==> src/rtl/issue_pkg.sv <==
// ==============================
// Shared sizes, opcodes and record types for the ALU issue stage
// Every RTL file refers to these by scoped name, so compile this first
// ==============================
`default_nettype none

package issue_pkg;

	// ==============================
	// Sizes
	// ==============================

	// Depth of the circular issue queue
	localparam int QENTRIES = 8;
	// Number of ALUs fed by the selector
	localparam int NALU = 2;
	// Operand and result width
	localparam int DATA_W = 32;
	// A divide keeps its ALU busy for this many cycles
	localparam int DIV_CYCLES = 8;
	// Quotient bits the divider resolves in each of its cycles
	localparam int DIV_BITS = DATA_W / DIV_CYCLES;
	// Width of the dispatcher's instruction serial number
	localparam int TAG_W = 8;
	// Width of the writeback credit counter in the arbiter
	localparam int WB_CREDIT_W = 8;

	// ==============================
	// Types
	// ==============================

	typedef logic [2:0] que_ndx_t;
	typedef logic [QENTRIES-1:0] que_bitmask_t;
	// Selector output per entry, naming the ALU it was handed to
	typedef logic [1:0] islot_t;

	typedef enum logic [2:0] {
		OP_ADD  = 3'd0,
		OP_SUB  = 3'd1,
		OP_AND  = 3'd2,
		OP_XOR  = 3'd3,
		OP_PASS = 3'd4,
		OP_DIV  = 3'd5
	} alu_op_t;

	// Decoded instruction as the dispatcher hands it over
	typedef struct packed {
		alu_op_t           op;
		logic              sync;
		logic [DATA_W-1:0] a;
		logic [DATA_W-1:0] b;
		logic [TAG_W-1:0]  tag;
	} instr_t;

	// One issue queue slot
	typedef struct packed {
		logic   v;
		logic   issued;
		logic   done;
		logic   alu;
		instr_t instr;
	} iq_entry_t;

	// What the queue hands one ALU in the issue cycle
	typedef struct packed {
		logic     v;
		que_ndx_t ndx;
		instr_t   instr;
	} issue_t;

	// A finished result, carrying its queue slot back for done marking
	typedef struct packed {
		logic              v;
		que_ndx_t          ndx;
		logic [TAG_W-1:0]  tag;
		logic [DATA_W-1:0] value;
	} result_t;

endpackage

`default_nettype wire

==> src/rtl/alu_issue.sv <==
// ==============================
// Age ordered ALU selector, purely combinational
// Scans the queue from the head and hands up to one entry to each idle ALU,
// never letting an entry pass an older sync that still has older work
// ==============================
`timescale 1ns/10ps
`default_nettype none

module alu_issue (
	input  wire                                            alu0_idle,
	input  wire                                            alu1_idle,
	input  wire issue_pkg::que_bitmask_t                   could_issue,
	input  wire issue_pkg::que_ndx_t                       head0,
	input  wire issue_pkg::que_ndx_t                       head1,
	input  wire issue_pkg::que_ndx_t                       head2,
	input  wire issue_pkg::que_ndx_t                       head3,
	input  wire issue_pkg::que_ndx_t                       head4,
	input  wire issue_pkg::que_ndx_t                       head5,
	input  wire issue_pkg::que_ndx_t                       head6,
	input  wire issue_pkg::que_ndx_t                       head7,
	input  wire issue_pkg::iq_entry_t [issue_pkg::QENTRIES-1:0] iq,
	output issue_pkg::que_bitmask_t                        iqentry_issue,
	output issue_pkg::islot_t                              iqentry_islot [0:issue_pkg::QENTRIES-1]
);

	// Queue index at each age position, oldest first
	issue_pkg::que_ndx_t hd [0:issue_pkg::QENTRIES-1];
	// Both vectors below are indexed by age position, not by queue index
	logic [issue_pkg::QENTRIES-1:0] blocked;
	logic [issue_pkg::QENTRIES-1:0] eligible;

	assign hd[0] = head0;
	assign hd[1] = head1;
	assign hd[2] = head2;
	assign hd[3] = head3;
	assign hd[4] = head4;
	assign hd[5] = head5;
	assign hd[6] = head6;
	assign hd[7] = head7;

	// ==============================
	// Sync barrier
	// ==============================
	// A valid sync at position j fences off every younger position while
	// anything older than j is still in the queue
	// At j = 0 nothing is older, so the head sync never fences
	always_comb begin
		logic older_v;
		logic barrier;
		older_v = 1'b0;
		barrier = 1'b0;
		for (int k = 0; k < issue_pkg::QENTRIES; k++) begin
			blocked[k] = barrier;
			if (iq[hd[k]].v && iq[hd[k]].instr.sync && older_v)
				barrier = 1'b1;
			older_v = older_v | iq[hd[k]].v;
		end
	end

	always_comb begin
		for (int k = 0; k < issue_pkg::QENTRIES; k++)
			eligible[k] = could_issue[hd[k]] && iq[hd[k]].alu && !blocked[k];
	end

	// ==============================
	// Slot assignment
	// ==============================
	// The second pass skips whatever the first pass took, so the two
	// oldest eligible entries go out together when both ALUs are idle
	always_comb begin
		logic found0;
		logic found1;
		found0 = 1'b0;
		found1 = 1'b0;
		iqentry_issue = '0;
		for (int n = 0; n < issue_pkg::QENTRIES; n++)
			iqentry_islot[n] = 2'd0;
		for (int k = 0; k < issue_pkg::QENTRIES; k++) begin
			if (alu0_idle && !found0 && eligible[k]) begin
				found0 = 1'b1;
				iqentry_issue[hd[k]] = 1'b1;
				iqentry_islot[hd[k]] = 2'd0;
			end
		end
		for (int k = 0; k < issue_pkg::QENTRIES; k++) begin
			if (alu1_idle && !found1 && eligible[k] && !iqentry_issue[hd[k]]) begin
				found1 = 1'b1;
				iqentry_issue[hd[k]] = 1'b1;
				iqentry_islot[hd[k]] = 2'd1;
			end
		end
	end

endmodule

`default_nettype wire

==> src/rtl/alu_unit.sv <==
// ==============================
// One ALU with a result holding register
// Simple ops land in the holding register at the issue edge, a divide
// iterates for DIV_CYCLES cycles before its quotient is held
// ==============================
`timescale 1ns/10ps
`default_nettype none

module alu_unit (
	input  wire                      clk,
	input  wire                      rst_n,
	input  wire issue_pkg::issue_t   issue,
	input  wire                      take,
	output logic                     idle,
	output issue_pkg::result_t       result
);

	localparam int W = issue_pkg::DATA_W;

	// Divider state, remainder one bit wider than the operands
	logic [W:0] rem;
	logic [W-1:0] quo;
	logic [W-1:0] den;
	logic div_busy;
	logic [$clog2(issue_pkg::DIV_CYCLES)-1:0] div_cnt;
	issue_pkg::que_ndx_t div_ndx;
	logic [issue_pkg::TAG_W-1:0] div_tag;

	logic start_div;
	logic div_fin;
	logic hold_free;
	logic [W-1:0] simple_val;
	logic [W-1:0] den_sel;
	logic [2*W:0] step_in;
	logic [2*W:0] step_out;

	// DIV_BITS restoring steps on a packed {remainder, quotient} pair
	// A zero divisor always passes the compare, so the quotient fills with ones
	function automatic logic [2*W:0] div_step(input logic [2*W:0] rq, input logic [W-1:0] d);
		logic [W:0] r;
		logic [W-1:0] q;
		{r, q} = rq;
		for (int i = 0; i < issue_pkg::DIV_BITS; i++) begin
			r = {r[W-1:0], q[W-1]};
			q = {q[W-2:0], 1'b0};
			if (r >= {1'b0, d}) begin
				r = r - {1'b0, d};
				q[0] = 1'b1;
			end
		end
		return {r, q};
	endfunction

	assign start_div = issue.v && issue.instr.op == issue_pkg::OP_DIV;
	// Counter at zero means all quotient bits are resolved
	assign div_fin = div_busy && div_cnt == '0;
	assign hold_free = !result.v || take;
	assign idle = !div_busy && hold_free;

	// The first step already runs in the issue cycle
	assign step_in = start_div ? {{(W+1){1'b0}}, issue.instr.a} : {rem, quo};
	assign den_sel = start_div ? issue.instr.b : den;
	assign step_out = div_step(step_in, den_sel);

	always_comb begin
		case (issue.instr.op)
			issue_pkg::OP_ADD: simple_val = issue.instr.a + issue.instr.b;
			issue_pkg::OP_SUB: simple_val = issue.instr.a - issue.instr.b;
			issue_pkg::OP_AND: simple_val = issue.instr.a & issue.instr.b;
			issue_pkg::OP_XOR: simple_val = issue.instr.a ^ issue.instr.b;
			default: simple_val = issue.instr.a;
		endcase
	end

	always_ff @(posedge clk) begin
		if (!rst_n) begin
			result.v <= 1'b0;
			div_busy <= 1'b0;
			div_cnt <= '0;
		end else begin
			if (start_div) begin
				div_busy <= 1'b1;
				div_cnt <= $bits(div_cnt)'(issue_pkg::DIV_CYCLES - 1);
				{rem, quo} <= step_out;
				den <= issue.instr.b;
				div_ndx <= issue.ndx;
				div_tag <= issue.instr.tag;
			end else if (div_busy && div_cnt != '0) begin
				{rem, quo} <= step_out;
				div_cnt <= div_cnt - 1'b1;
			end
			// Holding register; a finished quotient waits here if still occupied
			if (issue.v && !start_div) begin
				result <= '{v: 1'b1, ndx: issue.ndx, tag: issue.instr.tag,
					value: simple_val};
			end else if (div_fin && hold_free) begin
				result <= '{v: 1'b1, ndx: div_ndx, tag: div_tag, value: quo};
				div_busy <= 1'b0;
			end else if (take) begin
				result.v <= 1'b0;
			end
		end
	end

endmodule

`default_nettype wire

==> src/rtl/dispatch_queue.sv <==
// ==============================
// Eight-entry circular issue queue
// New instructions go in at the tail, done entries retire in order from
// the head, and each retirement pulses one dispatch credit back
// ==============================
`timescale 1ns/10ps
`default_nettype none

module dispatch_queue (
	input  wire                                               clk,
	input  wire                                               rst_n,
	input  wire                                               dispatch_v,
	input  wire issue_pkg::instr_t                            dispatch_in,
	input  wire issue_pkg::que_bitmask_t                      iqentry_issue,
	input  wire issue_pkg::islot_t                            iqentry_islot [0:issue_pkg::QENTRIES-1],
	input  wire                                               done_v,
	input  wire issue_pkg::que_ndx_t                          done_ndx,
	output issue_pkg::iq_entry_t [issue_pkg::QENTRIES-1:0]    iq,
	output issue_pkg::que_ndx_t                               head0,
	output issue_pkg::que_ndx_t                               head1,
	output issue_pkg::que_ndx_t                               head2,
	output issue_pkg::que_ndx_t                               head3,
	output issue_pkg::que_ndx_t                               head4,
	output issue_pkg::que_ndx_t                               head5,
	output issue_pkg::que_ndx_t                               head6,
	output issue_pkg::que_ndx_t                               head7,
	output issue_pkg::que_bitmask_t                           could_issue,
	output issue_pkg::issue_t                                 alu0_issue,
	output issue_pkg::issue_t                                 alu1_issue,
	output logic                                              dispatch_credit
);

	issue_pkg::que_ndx_t head;
	issue_pkg::que_ndx_t tail;
	// Issue record per ALU, indexed by slot number
	issue_pkg::issue_t slot_issue [0:issue_pkg::NALU-1];
	logic retire;

	// Age order positions; the 3 bit index wraps around the ring by itself
	assign head0 = head;
	assign head1 = head + 3'd1;
	assign head2 = head + 3'd2;
	assign head3 = head + 3'd3;
	assign head4 = head + 3'd4;
	assign head5 = head + 3'd5;
	assign head6 = head + 3'd6;
	assign head7 = head + 3'd7;

	// Only the oldest entry may leave, and only once its result is out
	assign retire = iq[head].v && iq[head].done;

	// An entry is a candidate until it has been handed to an ALU
	always_comb begin
		for (int n = 0; n < issue_pkg::QENTRIES; n++)
			could_issue[n] = iq[n].v && !iq[n].issued;
	end

	// Gather the selected entry for each ALU slot
	// The selector never picks two entries for one slot
	always_comb begin
		for (int s = 0; s < issue_pkg::NALU; s++) begin
			slot_issue[s] = '0;
			for (int n = 0; n < issue_pkg::QENTRIES; n++) begin
				if (iqentry_issue[n] && iqentry_islot[n] == issue_pkg::islot_t'(s)) begin
					slot_issue[s].v = 1'b1;
					slot_issue[s].ndx = issue_pkg::que_ndx_t'(n);
					slot_issue[s].instr = iq[n].instr;
				end
			end
		end
	end

	assign alu0_issue = slot_issue[0];
	assign alu1_issue = slot_issue[1];

	// ==============================
	// Queue state
	// ==============================
	always_ff @(posedge clk) begin
		if (!rst_n) begin
			head <= '0;
			tail <= '0;
			dispatch_credit <= 1'b0;
			for (int n = 0; n < issue_pkg::QENTRIES; n++) begin
				iq[n].v <= 1'b0;
				iq[n].issued <= 1'b0;
				iq[n].done <= 1'b0;
			end
		end else begin
			// One credit per freed slot, seen in the cycle after retirement
			dispatch_credit <= retire;
			for (int n = 0; n < issue_pkg::QENTRIES; n++) begin
				if (iqentry_issue[n])
					iq[n].issued <= 1'b1;
			end
			// The arbiter names the slot whose result just left
			if (done_v)
				iq[done_ndx].done <= 1'b1;
			if (retire) begin
				iq[head].v <= 1'b0;
				head <= head + 3'd1;
			end
			// Credit flow keeps the tail off a live entry
			if (dispatch_v) begin
				iq[tail] <= '{v: 1'b1, issued: 1'b0, done: 1'b0, alu: 1'b1,
					instr: dispatch_in};
				tail <= tail + 3'd1;
			end
		end
	end

endmodule

`default_nettype wire

==> src/rtl/issue_core.sv <==
// ==============================
// ALU issue stage top level
// Queue, selector, two ALUs and the writeback arbiter, wired together
// ==============================
`timescale 1ns/10ps
`default_nettype none

module issue_core (
	input  wire                       clk,
	input  wire                       rst_n,
	input  wire                       dispatch_v,
	input  wire issue_pkg::instr_t    dispatch_in,
	output logic                      dispatch_credit,
	input  wire                       wb_credit,
	output issue_pkg::result_t        result_out
);

	// Queue to selector
	issue_pkg::iq_entry_t [issue_pkg::QENTRIES-1:0] iq;
	issue_pkg::que_ndx_t head0;
	issue_pkg::que_ndx_t head1;
	issue_pkg::que_ndx_t head2;
	issue_pkg::que_ndx_t head3;
	issue_pkg::que_ndx_t head4;
	issue_pkg::que_ndx_t head5;
	issue_pkg::que_ndx_t head6;
	issue_pkg::que_ndx_t head7;
	issue_pkg::que_bitmask_t could_issue;

	// Selector back to queue
	issue_pkg::que_bitmask_t iqentry_issue;
	issue_pkg::islot_t iqentry_islot [0:issue_pkg::QENTRIES-1];

	// ALU side
	issue_pkg::issue_t alu0_issue;
	issue_pkg::issue_t alu1_issue;
	logic alu0_idle;
	logic alu1_idle;
	logic alu0_take;
	logic alu1_take;
	issue_pkg::result_t alu0_result;
	issue_pkg::result_t alu1_result;

	// Writeback back to queue
	logic done_v;
	issue_pkg::que_ndx_t done_ndx;

	dispatch_queue u_queue (
		.clk(clk), .rst_n(rst_n),
		.dispatch_v(dispatch_v), .dispatch_in(dispatch_in),
		.iqentry_issue(iqentry_issue), .iqentry_islot(iqentry_islot),
		.done_v(done_v), .done_ndx(done_ndx),
		.iq(iq),
		.head0(head0), .head1(head1), .head2(head2), .head3(head3),
		.head4(head4), .head5(head5), .head6(head6), .head7(head7),
		.could_issue(could_issue),
		.alu0_issue(alu0_issue), .alu1_issue(alu1_issue),
		.dispatch_credit(dispatch_credit)
	);

	alu_issue u_select (
		.alu0_idle(alu0_idle), .alu1_idle(alu1_idle),
		.could_issue(could_issue),
		.head0(head0), .head1(head1), .head2(head2), .head3(head3),
		.head4(head4), .head5(head5), .head6(head6), .head7(head7),
		.iq(iq),
		.iqentry_issue(iqentry_issue), .iqentry_islot(iqentry_islot)
	);

	alu_unit alu0 (
		.clk(clk), .rst_n(rst_n), .issue(alu0_issue), .take(alu0_take),
		.idle(alu0_idle), .result(alu0_result)
	);

	alu_unit alu1 (
		.clk(clk), .rst_n(rst_n), .issue(alu1_issue), .take(alu1_take),
		.idle(alu1_idle), .result(alu1_result)
	);

	result_arbiter u_arb (
		.clk(clk), .rst_n(rst_n),
		.alu0_result(alu0_result), .alu1_result(alu1_result),
		.wb_credit(wb_credit),
		.alu0_take(alu0_take), .alu1_take(alu1_take),
		.result_out(result_out),
		.done_v(done_v), .done_ndx(done_ndx)
	);

endmodule

`default_nettype wire

==> src/rtl/result_arbiter.sv <==
// ==============================
// Writeback arbiter for the two ALUs
// Takes one held result per cycle while writeback credit remains and
// reports its queue slot so the entry can be marked done
// ==============================
`timescale 1ns/10ps
`default_nettype none

module result_arbiter (
	input  wire                       clk,
	input  wire                       rst_n,
	input  wire issue_pkg::result_t   alu0_result,
	input  wire issue_pkg::result_t   alu1_result,
	input  wire                       wb_credit,
	output logic                      alu0_take,
	output logic                      alu1_take,
	output issue_pkg::result_t        result_out,
	output logic                      done_v,
	output issue_pkg::que_ndx_t       done_ndx
);

	// Slots granted by the consumer and not yet used
	logic [issue_pkg::WB_CREDIT_W-1:0] credits;
	// Set when ALU 1 wins the next tie
	logic prio;
	logic credit_ok;
	logic send;

	// Only credit already in the counter may be spent
	assign credit_ok = credits != '0;

	// Round robin between the ALUs when both hold a result
	assign alu0_take = credit_ok && alu0_result.v && (!alu1_result.v || !prio);
	assign alu1_take = credit_ok && alu1_result.v && (!alu0_result.v || prio);
	assign send = alu0_take || alu1_take;

	// The queue marks the entry done as its result goes out
	assign done_v = result_out.v;
	assign done_ndx = result_out.ndx;

	// ==============================
	// Credit count and output register
	// ==============================
	always_ff @(posedge clk) begin
		if (!rst_n) begin
			credits <= '0;
			prio <= 1'b0;
			result_out.v <= 1'b0;
		end else begin
			// A grant and a send in one cycle leave the count as it was
			case ({wb_credit, send})
				2'b10: credits <= credits + 1'b1;
				2'b01: credits <= credits - 1'b1;
				default: credits <= credits;
			endcase
			if (alu0_take) begin
				result_out <= alu0_result;
				prio <= 1'b1;
			end else if (alu1_take) begin
				result_out <= alu1_result;
				prio <= 1'b0;
			end else begin
				result_out.v <= 1'b0;
			end
		end
	end

endmodule

`default_nettype wire

==> config.mk <==
export PLATFORM = sky130hd
export DESIGN_NAME = issue_core
export DESIGN_NICKNAME = d
export VERILOG_FILES = /design/src/rtl/issue_pkg.sv /design/src/rtl/alu_issue.sv /design/src/rtl/alu_unit.sv /design/src/rtl/dispatch_queue.sv /design/src/rtl/issue_core.sv /design/src/rtl/result_arbiter.sv
export SDC_FILE = /design/constraint.sdc
export NUM_CORES = 2
export LEC_CHECK = 0
export ABC_CLOCK_PERIOD_IN_PS = 68500
export BUFFER_PORTS_ARGS = -buffer_cell sky130_fd_sc_hd__clkbuf_2
export CAP_MARGIN = 5
export CORE_MARGIN = 2
export CORE_UTILIZATION = 55
export CTS_BUF_LIST = sky130_fd_sc_hd__clkbuf_16
export CTS_CLUSTER_SIZE = 28
export DETAILED_ROUTE_END_ITERATION = 12
export PLACE_DENSITY = 0.71
export SYNTH_ARGS = -nofsm -noshare
export SYNTH_HDL_FRONTEND = slang
export SYNTH_SLANG_ARGS = --single-unit
==> constraint.sdc <==
create_clock -name clk -period 68.5 [get_ports clk]
set_input_delay 13.7 -clock clk [delete_from_list [all_inputs] [get_ports clk]]
set_output_delay 13.7 -clock clk [all_outputs]
set_load 0.1 [all_outputs]
# Word-level counts from Yosys, hierarchy flattened

Cells that the tools add are included.
W data, S select, Z words.

Register bits after elaboration: 1,010
Input bits: 80
Logic and storage cells: 666

$add $sub $neg: 24
Order comparisons: 44
Equality and inequality tests: 18
Muxes and demuxes: 223
Bitwise gates (word level): 53
Reduce and logical (&&, ||, !) cells: 201

Operators by type and width:

| operator            | number |
|---|---|
| $mux W640           | 5 |
| $mux W80            | 25 |
| $bmux W80 S3        | 8 |
| $bwmux W640         | 3 |
| $demux W80 S3       | 3 |
| $mux W32            | 18 |
| $sub A32 B32 Y32    | 10 |
| $ge A33 B32 Y1      | 8 |
| $pmux W32 S4        | 2 |
| $or A8 B8 Y8        | 22 |
| $mux W44            | 3 |
| $mux W43            | 3 |
| $mux W64            | 2 |
| $mux W8             | 16 |
| $logic_and A1 B1 Y1 | 123 |
| $mux W16            | 7 |
| $mux W1             | 80 |
| $mux W78            | 1 |
| $mux W77            | 1 |
| $add A32 B32 Y32    | 2 |
| $and A32 B32 Y32    | 2 |
| $xor A32 B32 Y32    | 2 |
| $not A8 Y8          | 7 |
| $and A8 B8 Y8       | 6 |
| other kinds (33)    | 204 |

# Longest topological paths before layout

Depth in word-level cells: 98
Mapped depth: 144
Mapped depth without buffers: 125

# Hierarchy

A second synthesis with hierarchy kept.

Cell total of the unflattened synthesis: 8,062
Area, all modules: 77,654.5 um2

Modules (own cells, without submodules):

| module           | instances | cells an instance | area an instance (um2) | sequential area each (um2) |
|---|---|---|---|---|
| dispatch_queue   | 1         | 3,153             | 34,453.0               | 19,118.3 |
| alu_unit at alu0 | 1         | 2,057             | 17,658.2               | 4,604.4 |
| alu_unit at alu1 | 1         | 1,927             | 17,274.1               | 4,604.4 |
| alu_issue        | 1         | 737               | 5,464.0                | 0.0 |
| result_arbiter   | 1         | 188               | 2,805.2                | 1,491.4 |

# Least setup slack after synthesis

OpenSTA, ideal clock, no wires.

Path type: register to register
Start point: register u_queue.head[0] (netlist: u_queue.head0[0])
End point: register alu0.rem[3] (data pin)
Setup time: 262 ps
Arrival: 27,183 ps
Required time: 68,238 ps
Path slack: 41,055 ps
Cell stages (with the launch flop): 139
Buffers on the path: 14
Cell sequence: dfxtp_1 buf_2 inv_2 buf_1 clkbuf_1 ha_1 clkbuf_1 mux4_2 mux2_2 or3_4 a21boi_4 o211ai_2 nor4_4 nand3_2 o211ai_2 a32oi_2 a2111oi_4 o211ai_4 [103 not listed] a21boi_0 o21ai_0 a21oi_1 o21ai_0 a21boi_0 o21ai_0 a21oi_1 o21a_1 o31a_1 nor4_1 o31ai_1 o41ai_1 o21ai_0 o21a_1 a211oi_1 mux2i_2 buf_2 mux2_1

Elaborated cells between the ends (all ways): 362
Classes of those cells: add/sub: 11; order compare: 36; eq/ne: 1; mux: 140; bitwise: 49; reduce/logical: 125

RTL lines:

| element                                                          | RTL line                                          | source |
|---|---|---|
| start, declared                                                  | dispatch_queue.sv:33                              | `issue_pkg::que_ndx_t head;` |
| start signal, assigned                                           | dispatch_queue.sv:101                             | `head <= head + 3'd1;` |
| $add A3 B1 Y3 *                                                  | dispatch_queue.sv:41                              | `assign head1 = head + 3'd1;` |
| via head1[0]                                                     | issue_core.sv:21                                  | `issue_pkg::que_ndx_t head1;` |
| $bmux W1 S3 / $bmux W80 S3 (equally long branches)               | alu_issue.sv:62, alu_issue.sv:54, alu_issue.sv:56 |  |
| $mux W1 (not written as such) / $mux W80 (equally long branches) | alu_issue.sv:62, alu_issue.sv:54, alu_issue.sv:56 |  |
| $logic_and A1 B1 Y1, on equally long branches                    | alu_issue.sv:62, alu_issue.sv:54                  |  |
| $logic_and A1 B1 Y1, on equally long branches                    | alu_issue.sv:79, alu_issue.sv:54                  |  |
| $mux W1, on equally long branches                                | alu_issue.sv:79, alu_issue.sv:54                  |  |
| $logic_not A1 Y1, on equally long branches                       | alu_issue.sv:79, alu_issue.sv:62                  |  |
| [79 not listed]                                                  | n/a                                               |  |
| $mux W32                                                         | alu_unit.sv:46                                    | `if (r >= {1'b0, d}) begin` |
| $sub A32 B32 Y32 / $ge A33 B32 Y1 (equally long branches)        | alu_unit.sv:47, alu_unit.sv:46                    |  |
| $mux W32                                                         | alu_unit.sv:46                                    |  |
| $sub A32 B32 Y32 / $ge A33 B32 Y1 (equally long branches)        | alu_unit.sv:47, alu_unit.sv:46                    |  |
| $mux W32 *                                                       | alu_unit.sv:46                                    |  |
| via alu0.step_out[35]                                            | alu_unit.sv:35                                    | `logic [2*W:0] step_out;` |
| $mux W32                                                         | alu_unit.sv:88                                    | `end else if (div_busy && div_cnt != '0) begin` |
| $mux W32 *                                                       | alu_unit.sv:81                                    | `if (start_div) begin` |
| end signal, assigned                                             | alu_unit.sv:84                                    | `{rem, quo} <= step_out;` |
| end signal, assigned                                             | alu_unit.sv:89                                    | `{rem, quo} <= step_out;` |
| end, declared                                                    | alu_unit.sv:21                                    | `logic [W:0] rem;` |

Mark *: on every way through the listed nets, which the timed path passes. The rest lies on a longest branch. The select of a mux whose other input is x is not followed.
A chain may end at the register's enable or synchronous reset.

# Final worst setup path

Start point: register u_queue.head[0] (netlist: u_queue.head0[0])
End point: register alu1.rem[15] (data pin)

Elaborated cells between the ends (all ways): 362
Classes of those cells: add/sub: 11; order compare: 36; eq/ne: 9; mux: 140; bitwise: 49; reduce/logical: 117

RTL lines:

| element                                                          | RTL line |
|---|---|
| $add A3 B1 Y3 *                                                  | dispatch_queue.sv:41 |
| via head1[1]                                                     | issue_core.sv:21 |
| $bmux W1 S3 / $bmux W80 S3 (equally long branches)               | alu_issue.sv:62, alu_issue.sv:54, alu_issue.sv:56 |
| $mux W1 (not written as such) / $mux W80 (equally long branches) | alu_issue.sv:62, alu_issue.sv:54, alu_issue.sv:56 |
| $logic_and A1 B1 Y1, on equally long branches                    | alu_issue.sv:62, alu_issue.sv:54 |
| $logic_and A1 B1 Y1, on equally long branches                    | alu_issue.sv:79, alu_issue.sv:54 |
| $mux W1, on equally long branches                                | alu_issue.sv:79, alu_issue.sv:54 |
| $logic_not A1 Y1, on equally long branches                       | alu_issue.sv:79, alu_issue.sv:62 |
| [79 not listed]                                                  | n/a |
| $mux W32                                                         | alu_unit.sv:46 |
| $sub A32 B32 Y32 / $ge A33 B32 Y1 (equally long branches)        | alu_unit.sv:47, alu_unit.sv:46 |
| $mux W32                                                         | alu_unit.sv:46 |
| $sub A32 B32 Y32 / $ge A33 B32 Y1 (equally long branches)        | alu_unit.sv:47, alu_unit.sv:46 |
| $mux W32 *                                                       | alu_unit.sv:46 |
| via alu1.step_out[47]                                            | alu_unit.sv:35 |
| $mux W32                                                         | alu_unit.sv:88 |
| $mux W32 *                                                       | alu_unit.sv:81 |
| end signal, assigned                                             | alu_unit.sv:84 |
| end signal, assigned                                             | alu_unit.sv:89 |
| end, declared                                                    | alu_unit.sv:21 |

Marked as above.

==> reports/summary.txt <==
Placer Congestion: 1.006
Cell variety after synth: 123
layout cell share with drive strength beyond 1: 11.01%
clock latency on the worst-skew pair: 820 ps
CP required: 68990 ps
Ports: 125
R2R setup slack: 31800 ps
CP max stage delay: 850 ps
fillers: 11040
initial antenna violation count: 30
crit start category: flip-flop
Seq/Total Area, Yosys: 40.85%
Routed WL per cell: 29.61 um
largest net degree at the start of global routing: 79
Top FF cell, synth: edfxtp_1
EDFF count, synth: 959
vias in the first global route: 62900
Final Hold Viols: 0
drt pass-1 iters: 7
CTS resizes: 0
Tot Pwr: 2.850 mW
TNS Setup: 0 ps
Hold Crit Depth: 2
core footprint: 131600 um2
Hold-fix buffers, CTS: 0
top cell type's share of synthesized area: 39.45%
Final setup viols: 0
synth warn: 0
CTS clk-pin slew, worst paths: 70 ps
Synth Register Bits: 1010
status: finished, violations left
via count: 65850
first-pass GRT wire length: 412.3 mm
Post-CTS Setup Inserts: 0
Pwr Density: 35.75 nW/um2
clk_skew: 89.37 ps
Post-Route WL: 281.7 mm
Synth area leaders: edfxtp_1 39%, ha_1 6.9%, and2_1 5.5%
RSZ-0062 raised after global routing: no
Global Route Usage Sum: 40.58%
Layout Nets: 8148
cell area after layout: 79700 um2
maxcap violations: 1
vias per inst: 6.921
cell mode on critical path: o21ai_0
Pins Over Slew Limit: 5
Critical Path Sink Type: flip-flop
htree depth: 3
hold endpoint: u_queue.iq[558]
area leader, netlist: edfxtp_1
failing checks: max-capacitance violations, max-slew violations
Syn Inst Count: 7654
clk buf depth: 3
Die H: 368.3 um
instance area after placement: 76190 um2
Root Buffer: clkbuf_16
Final min period: 36700 ps
Syn Nets: 8147
HPWL after DPL: 189.9 mm
WP buf/inv: 8
Max Freq: 0.02725 GHz
Crit Path Category: flip-flop to flip-flop
number of port buffers: 124
Die Wd: 368.3 um
RR Startpoint: u_queue.head0[0]
antenna viol nets, final: 0
hold crit path type: flip-flop to flip-flop
TritonCTS buffer count: 111
Starting Density: 55.45%
Layout area overhead: 9.182%
slowest cell on the critical path: nor3_2
Synth async-reset ratio: 0%
critical path's top delay family: compound AO/OA/AOI/OAI gates
CP max FO: 69
static leakage: 30.14 nW
grt total ovfl: 0
CTS tree: done
WP data arrival: 37190 ps
reg2reg path depth: 126
# DRC: 0
actual slew at the worst max-slew pin: 1510 ps
CTS sink cnt: 1010
RR Endpoint: alu1.rem[15]
Max IR drop VDD: 0.00004537 V
row count: 133
HP Start: u_queue.iq[558]
Tcrit/Tclk final: 53.57%
die area: 135600 um2
syn_area_per_cell: 9.537 um2
slew margin rel.: -1.374%
Post-Syn Area: 72990 um2
1st-iter DRT viols: 9518
cell usage in the layout (no fill, tap or decap), types with 110 or more instances in the layout:
cell type / n
clkbuf_2: 123
buf_4: 234
inv_1: 341
o22ai_1: 122
a21oi_1: 409
a221oi_1: 115
mux2i_1: 144
and2_1: 636
a211oi_1: 113
nand3_1: 128
mux2_2: 119
clkbuf_16: 111
nor2_1: 534
o21ai_0: 419
nand2_1: 767
and3_1: 110
edfxtp_1: 959
ha_1: 402
xnor2_1: 194
area by class of cell:
cell class                      instances  area [um2]  share of cell area, %
Tap cell                             1755        2196                  2.755
Clock buffer                          111        2778                  3.485
Clock inverter                         91       685.7                 0.8603
Inverter                              321        1205                  1.512
Antenna cell                           16       40.04                0.05024
Multi-Input combinational cell       5854       40600                  50.94
Sequential cell                      1010       29820                  37.42
Timing Repair Buffer                  357        2372                  2.977
per-stage QoR:
step	worst slack [ps]	util (%)	cells	hold slack, ps
6_report	31800	60.55	9515	479.0
5_1_grt	28680	60.54	9512	512.1
4_1_cts	32520	60.52	9499	485.4
3_5_place_dp	32690	57.88	9297	467.0
3_3_place_gp	33030	57.88	9297	446.0
2_1_floorplan	41060	-	7654	427.7
worst min-delay path: stages (launching register included):
cell and delay (ps):
dfxtp_1 310, inv_1 50, a31oi_1 70
synth_stat cells (all sizes together), types with 108 or more instances:
library cell,number
mux2,183
ha,402
nand3,134
a21oi,415
xnor2,194
mux2i,150
nand2,769
a221oi,118
inv,320
and2,642
o21ai,457
nor2,549
nor3,108
a211oi,113
edfxtp,959
buf,123
and3,110
clkbuf,346
o22ai,122
power by group:
| part | leakage (nW) | switching (mW) | internal, mW |
|---|---|---|---|
| Sequential | 8.67 | 0.0108 | 0.743 |
| Clock | 1.78 | 0.274 | 0.311 |
| Combinational | 19.7 | 0.894 | 0.617 |
| Total | 30.1 | 1.18 | 1.67 |
routing by layer:
layer  track usage [%]  part of all wire [%]  vias up
met5           0.03561                 0.053        -
met4             23.96                   7.0       22
met3             12.54                    13     1079
met2             59.88                    42     4545
met1             52.40                    38    31520
li1                  -                     -    28680
how the worst max path moves through the flow:
stage | startpoint | to | slack, ps | cells past startpoint
floorplan | u_queue.head0[0] | alu0.rem[3] | 41060 | 138
global placement | u_queue.head0[0] | alu1.rem[13] | 33030 | 126
detailed placement | u_queue.head0[0] | alu1.rem[27] | 32690 | 126
CTS | u_queue.head0[0] | alu1.rem[17] | 32520 | 126
global route | u_queue.head0[0] | alu1.rem[17] | 28680 | 126
finish | u_queue.head0[0] | alu1.rem[15] | 31800 | 126
state kept, by name, indices dropped and copies added, names as in the netlist, 8 cells and up:
name and cells:
alu1.result 44, alu0.rem 32, alu0.div_tag 8, u_queue.iq 640
alu1.div_tag 8, alu1.den 32, alu0.quo 32, alu1.rem 32
alu1.quo 32, alu0.result 44, alu0.den 32, u_arb.credits 8
u_arb.result_out 40
cell families after synthesis:
logic type | count (synthesis) | synth area share (%)
buf+inv | 790 | 4.256
flops | 1010 | 40.85
compound gates | 2181 | 20.62
xor+xnor | 261 | 3.151
mux | 362 | 5.893
simple gates | 2637 | 18.04
fa+ha+maj | 413 | 7.192
Note: power is estimated with default switching activity, not from simulation.
